[config.mk]
export PLATFORM = sky130hd
export DESIGN_NAME = phase_count
export DESIGN_NICKNAME = d
export VERILOG_FILES = /design/src/logic/numbat_pkg.sv /design/src/logic/phase_count.sv
export SDC_FILE = /design/constraint.sdc
export NUM_CORES = 2
export LEC_CHECK = 0
export BUFFER_PORTS_ARGS = -buffer_cell sky130_fd_sc_hd__buf_2
export CORE_UTILIZATION = 63
export CTS_CLUSTER_DIAMETER = 50
export DETAILED_ROUTE_END_ITERATION = 8
export PLACE_DENSITY_LB_ADDON = 0.12
export SYNTH_ARGS = -nofsm -noshare
export SYNTH_HDL_FRONTEND = slang
export SYNTH_SLANG_ARGS = --single-unit
[constraint.sdc]
create_clock -name clk -period 6.4 [get_ports clk]
set_input_delay 1.28 -clock clk [delete_from_list [all_inputs] [get_ports clk]]
set_output_delay 1.28 -clock clk [all_outputs]
set_load 0.01 [all_outputs]
[src/logic/numbat_pkg.sv]
//######################################
// Numbat material evaluator definitions
//######################################

`default_nettype none

package numbat_pkg;

   localparam int PIECE_WIDTH = 4;
   localparam int BOARD_WIDTH = 64 * PIECE_WIDTH;   // 64 squares

   typedef enum logic [2:0] {
      EMPTY  = 3'd0,
      PAWN   = 3'd1,
      KNIGHT = 3'd2,
      BISHOP = 3'd3,
      ROOK   = 3'd4,
      QUEEN  = 3'd5,
      KING   = 3'd6
   } piece_kind_e;

   // Same four bits, either a table index or a side plus a kind
   typedef union packed {
      logic [PIECE_WIDTH-1:0] code;
      struct packed {
         logic        black;                         // Set for black pieces
         piece_kind_e kind;
      } fields;
   } square_t;

   localparam logic [PIECE_WIDTH-1:0] WHITE_PAWN = {1'b0, PAWN};
   localparam logic [PIECE_WIDTH-1:0] WHITE_KNIT = {1'b0, KNIGHT};
   localparam logic [PIECE_WIDTH-1:0] WHITE_BISH = {1'b0, BISHOP};
   localparam logic [PIECE_WIDTH-1:0] WHITE_ROOK = {1'b0, ROOK};
   localparam logic [PIECE_WIDTH-1:0] WHITE_QUEN = {1'b0, QUEEN};
   localparam logic [PIECE_WIDTH-1:0] WHITE_KING = {1'b0, KING};
   localparam logic [PIECE_WIDTH-1:0] BLACK_PAWN = {1'b1, PAWN};
   localparam logic [PIECE_WIDTH-1:0] BLACK_KNIT = {1'b1, KNIGHT};
   localparam logic [PIECE_WIDTH-1:0] BLACK_BISH = {1'b1, BISHOP};
   localparam logic [PIECE_WIDTH-1:0] BLACK_ROOK = {1'b1, ROOK};
   localparam logic [PIECE_WIDTH-1:0] BLACK_QUEN = {1'b1, QUEEN};
   localparam logic [PIECE_WIDTH-1:0] BLACK_KING = {1'b1, KING};

   localparam logic signed [15:0] PAWN_VALUE   = 16'sd100;
   localparam logic signed [15:0] KNIGHT_VALUE = 16'sd305;
   localparam logic signed [15:0] BISHOP_VALUE = 16'sd305;
   localparam logic signed [15:0] ROOK_VALUE   = 16'sd490;
   localparam logic signed [15:0] QUEEN_VALUE  = 16'sd1000;
   localparam logic signed [15:0] KING_VALUE   = 16'sd0;    // Kings never traded

   // Phase points, pawns and kings score none
   localparam int KNIGHT_PHASE = 3;
   localparam int BISHOP_PHASE = 3;
   localparam int ROOK_PHASE   = 5;
   localparam int QUEEN_PHASE  = 9;

   localparam int MOVE_BONUS_MG = 8;
   localparam int MOVE_BONUS_EG = 5;
   localparam int BAD_TRADE     = 90;

   localparam int EVAL_LATENCY  = 8;
   localparam int PHASE_LATENCY = 4;

   // Signed material of one square, black counts negative
   function automatic logic signed [15:0] piece_value(logic [PIECE_WIDTH-1:0] code);
      case (code)
         WHITE_PAWN: return PAWN_VALUE;
         WHITE_KNIT: return KNIGHT_VALUE;
         WHITE_BISH: return BISHOP_VALUE;
         WHITE_ROOK: return ROOK_VALUE;
         WHITE_QUEN: return QUEEN_VALUE;
         WHITE_KING: return KING_VALUE;
         BLACK_PAWN: return -PAWN_VALUE;
         BLACK_KNIT: return -KNIGHT_VALUE;
         BLACK_BISH: return -BISHOP_VALUE;
         BLACK_ROOK: return -ROOK_VALUE;
         BLACK_QUEN: return -QUEEN_VALUE;
         BLACK_KING: return -KING_VALUE;
         default:    return '0;
      endcase
   endfunction

   function automatic logic [3:0] phase_points(piece_kind_e kind);
      case (kind)
         KNIGHT:  return 4'(KNIGHT_PHASE);
         BISHOP:  return 4'(BISHOP_PHASE);
         ROOK:    return 4'(ROOK_PHASE);
         QUEEN:   return 4'(QUEEN_PHASE);
         default: return 4'd0;
      endcase
   endfunction

endpackage

`default_nettype wire

[src/logic/phase_count.sv]
//######################################
// Per-side phase point totals
//######################################

`default_nettype none

module phase_count #(
   parameter int P_VAL_WIDTH = 8
) (
   input  logic                                  clk,
   input  logic [numbat_pkg::BOARD_WIDTH-1:0]    board,
   output logic signed [P_VAL_WIDTH-1:0]         totp_white,
   output logic signed [P_VAL_WIDTH-1:0]         totp_black
);

   numbat_pkg::square_t squares [64];

   logic [3:0] white_pts_t1 [64];
   logic [3:0] black_pts_t1 [64];
   logic [5:0] white_grp_t2 [16];   // Groups of four squares
   logic [5:0] black_grp_t2 [16];
   logic [7:0] white_grp_t3 [4];    // Groups of sixteen
   logic [7:0] black_grp_t3 [4];

   always_comb
   begin
      for (int i = 0; i < 64; i++)
      begin
         squares[i] = board[i*numbat_pkg::PIECE_WIDTH +: numbat_pkg::PIECE_WIDTH];
      end
   end

   // Points go to the side named by the black bit
   always_ff @(posedge clk)
   begin
      for (int i = 0; i < 64; i++)
      begin
         white_pts_t1[i] <= squares[i].fields.black ? 4'd0 :
                            numbat_pkg::phase_points(squares[i].fields.kind);
         black_pts_t1[i] <= squares[i].fields.black ?
                            numbat_pkg::phase_points(squares[i].fields.kind) : 4'd0;
      end
   end

   always_ff @(posedge clk)
   begin
      for (int i = 0; i < 16; i++)
      begin
         white_grp_t2[i] <= 6'(white_pts_t1[4*i])   + 6'(white_pts_t1[4*i+1]) +
                            6'(white_pts_t1[4*i+2]) + 6'(white_pts_t1[4*i+3]);
         black_grp_t2[i] <= 6'(black_pts_t1[4*i])   + 6'(black_pts_t1[4*i+1]) +
                            6'(black_pts_t1[4*i+2]) + 6'(black_pts_t1[4*i+3]);
      end
      for (int j = 0; j < 4; j++)
      begin
         white_grp_t3[j] <= 8'(white_grp_t2[4*j])   + 8'(white_grp_t2[4*j+1]) +
                            8'(white_grp_t2[4*j+2]) + 8'(white_grp_t2[4*j+3]);
         black_grp_t3[j] <= 8'(black_grp_t2[4*j])   + 8'(black_grp_t2[4*j+1]) +
                            8'(black_grp_t2[4*j+2]) + 8'(black_grp_t2[4*j+3]);
      end
      // Legal positions stay far below the range of P_VAL_WIDTH
      totp_white <= P_VAL_WIDTH'(10'(white_grp_t3[0]) + 10'(white_grp_t3[1]) +
                                 10'(white_grp_t3[2]) + 10'(white_grp_t3[3]));
      totp_black <= P_VAL_WIDTH'(10'(black_grp_t3[0]) + 10'(black_grp_t3[1]) +
                                 10'(black_grp_t3[2]) + 10'(black_grp_t3[3]));
   end

endmodule

`default_nettype wire

==> metrics.cfg <==
[sta]
fmax_mhz=340
skew_ps=14.0
tightest_slew_ps=353
min_period_ps=2940
rsz0062_at_grt=false
setup_viol=0
hold_viol_final=0
fin_crit_sh_pct=46.0
slew_headroom_pct=76.3
slew_violations=0
fin_setup_tns_ps=0

[cts]
path_clk_slew_ps=60
cts_inserted_buffers=85
cts_hold_buffers=0
insertion_delay_ps=620
numClockSinks=784
post-cts-setup-buffers=0
clk_path_buf_depth=3
cts_resized=0
cts-htree-levels=3
cts_tree=yes
root_buffer=clkbuf_16

[setup_path]
slowest_delay_ps=540
slowest_stage=fa_1
startpoint_type=flop
critPathKind=reg -> reg
timing.critical_path.fanout_max=2
reg2reg_slack_ps=3460
critPathMostFrequentCell=fa_1
worstPathArrival_ps=3450
required_ps=6900
cp_cell_sequence=inv_1 -> fa_1 -> inv_1 -> fa_1 -> ha_1 -> fa_1 -> a21o_1 -> a21oi_1 -> nor2b_1 -> o21ai_0 -> nand2b_1
worstSetupEndpointType=flop

[synthesis]
yosysWarningCount=0
yosysTopAreaCell=dfxtp_1
synth_cells=3396
syn-num-nets=4263
synthDominantCellAreaShare_pct=43.9
syn-cell-area_um2=35800
syn_area_per_cell_um2=10.5
synthTopCellsByArea=dfxtp_1 44%, fa_1 21%, inv_1 11%
ys_ff_latch=784
yosysSeqAreaShare_pct=43.9
synth.distinct_cells=18

[power_and_ir_drop]
combPwrFrac_pct=31.1
power_frac_clock_pct=32.5
switching_share_pct=32.0
p_int_w=0.0108
p_seq_share_pct=36.4
switching_power_w=0.00506
leakagePower_nw=20.0
power.density_nw_per_um2=385
vdd_drop_max_mv=0.338

[final_layout]
finalNetCount=4622
fillers=3955
layout-drive-gt1-share_pct=11.4
fin_util_pct=73.8
area_growth_pct=14.8

[global_route]
antenna_found_initial=1
track_usage_pct=24.9
grt_pass1_vias=23700
grt_pass1_wl_um=113000
grt_max_degree=16
grt.overflow.total=0

[route]
num_vias=21900
antenna_left=0
avgViaCountPerCell=4.79
drt_wl_total_um=67300
drc=0
dr.first_iter.drc_count=795
wl_per_cell_um=14.7
drtPass1Iterations=5

[floorplanning]
rows=86
die_area_um2=57700
io_pins=273
initial_core_util_pct=64.3
die_w_um=240
fp.dieH_um=240
core_area_um2=55600

[job]
drv_cap=0

[placement]
hpwl_um=53600
routabilityCongestion=0.882
port_buffers=272

[worst_hold_path]
hp-class=reg -> reg

[status]
outcome=completed

-- power groups by stage --
stage                     registers [W]  clock network, W  logic, W
after global placement          0.00585                 0   0.00474
after CTS                       0.00577           0.00522   0.00501
after detailed placement        0.00587                 0   0.00492
final                           0.00576           0.00513   0.00492
after floorplan                 0.00580                 0   0.00341
after global routing            0.00581           0.00543   0.00562
-- layout by cell type (no fill, tap or decap), types with 13 or more instances in the layout --
cell	count
fa_1	380
nor2_1	129
dfxtp_1	784
ha_1	230
nand2b_1	157
xnor2_1	94
nor2b_1	29
buf_2	272
nor3b_1	27
clkbuf_8	13
inv_1	1006
o21ai_0	31
clkbuf_16	89
o21bai_1	14
a21o_1	71
a21oi_1	180
xor2_1	21
nor3_1	229
-- worst paths after layout --
path                                                      start                          end  depth (start not counted)
worst max-delay path                 white_grp_t2[1][1]$_DFF_P_   white_grp_t3[2][7]$_DFF_P_                         11
worst min-delay path            white_pts_t1[0][124]$_SDFF_PP0_  white_grp_t2[0][42]$_DFF_P_                          1
worst max register to register       white_grp_t2[1][1]$_DFF_P_   white_grp_t3[2][7]$_DFF_P_                         11
worst min register to register  white_pts_t1[0][124]$_SDFF_PP0_  white_grp_t2[0][42]$_DFF_P_                          1
-- state kept, by name, summed over array words and instances (netlist names) --
register	flops
white_pts_t1	256
totp_black	8
white_grp_t2	96
white_grp_t3	32
black_grp_t2	96
black_grp_t3	32
totp_white	8
black_pts_t1	256
-- layer usage --
| layer | global-route usage [%] | vias to the layer above | part of all wire (%) |
|---|---|---|---|
| met2 | 43.6 | 361 | 51 |
| met5 | 0 | - | 0 |
| li1 | - | 10900 | - |
| met4 | 7.84 | 0 | 2.7 |
| met3 | 3.89 | 129 | 3.5 |
| met1 | 31.5 | 10600 | 43 |
-- critical path: cells and delay by family, from the launching register on --
| kind | cells | cell delay (ps) |
|---|---|---|
| compound gates | 3 | 570 |
| buf+inv | 2 | 120 |
| fa+ha+maj | 4 | 1670 |
| flops | 1 | 310 |
| simple gates | 2 | 160 |
-- logic make-up (layout without fill, tap and decap cells) --
kind of cell / Yosys count / in the layout / share of synthesized area [%]
buffers and inverters: 1006 / 1433 / 10.6
xor gates and xnor gates: 115 / 115 / 2.82
AOI/OAI and AO/OA: 310 / 310 / 5.08
adders and majority gates: 610 / 610 / 29.3
other: 0 / 1 / 0
and+or+nand+nor: 571 / 571 / 8.38
DFF: 784 / 784 / 43.9
-- final cells by class --
cell class | instances | area [um2] | share of cell area (%)
Antenna cell | 1 | 2.50 | 0.00609
Sequential cell | 784 | 15700 | 38.2
Clock buffer | 108 | 2430 | 5.91
Timing Repair Buffer | 272 | 1360 | 3.31
Inverter | 1006 | 3780 | 9.19
Tap cell | 748 | 936 | 2.28
Clock inverter | 47 | 574 | 1.40
Multi-Input combinational cell | 1606 | 16300 | 39.7
-- synth_stat cells --
library cell,n
a21oi_2,12
fa_1,380
nor3b_1,27
nor3_1,229
xnor2_1,94
o21bai_1,14
inv_1,1006
nor2_1,129
xor2_1,21
dfxtp_1,784
a21oi_1,180
a21o_1,71
ha_1,230
o21a_1,1
nor2b_1,29
a211oi_2,1
nand2b_1,157
o21ai_0,31
-- through the flow --
step	instances	worst slack (ps)	area, um2	total power [W]	hold slack (ps)
after global routing	4571	3300	41100	0.0169	451
after CTS	4571	3450	41100	0.0160	453
after floorplan	3396	3670	35800	0.00922	420
after detailed placement	4416	3470	38100	0.0108	434
after global placement	4416	3600	38100	0.0106	436
final	4572	3460	41100	0.0158	445
(Power assumes the default switching activity.)
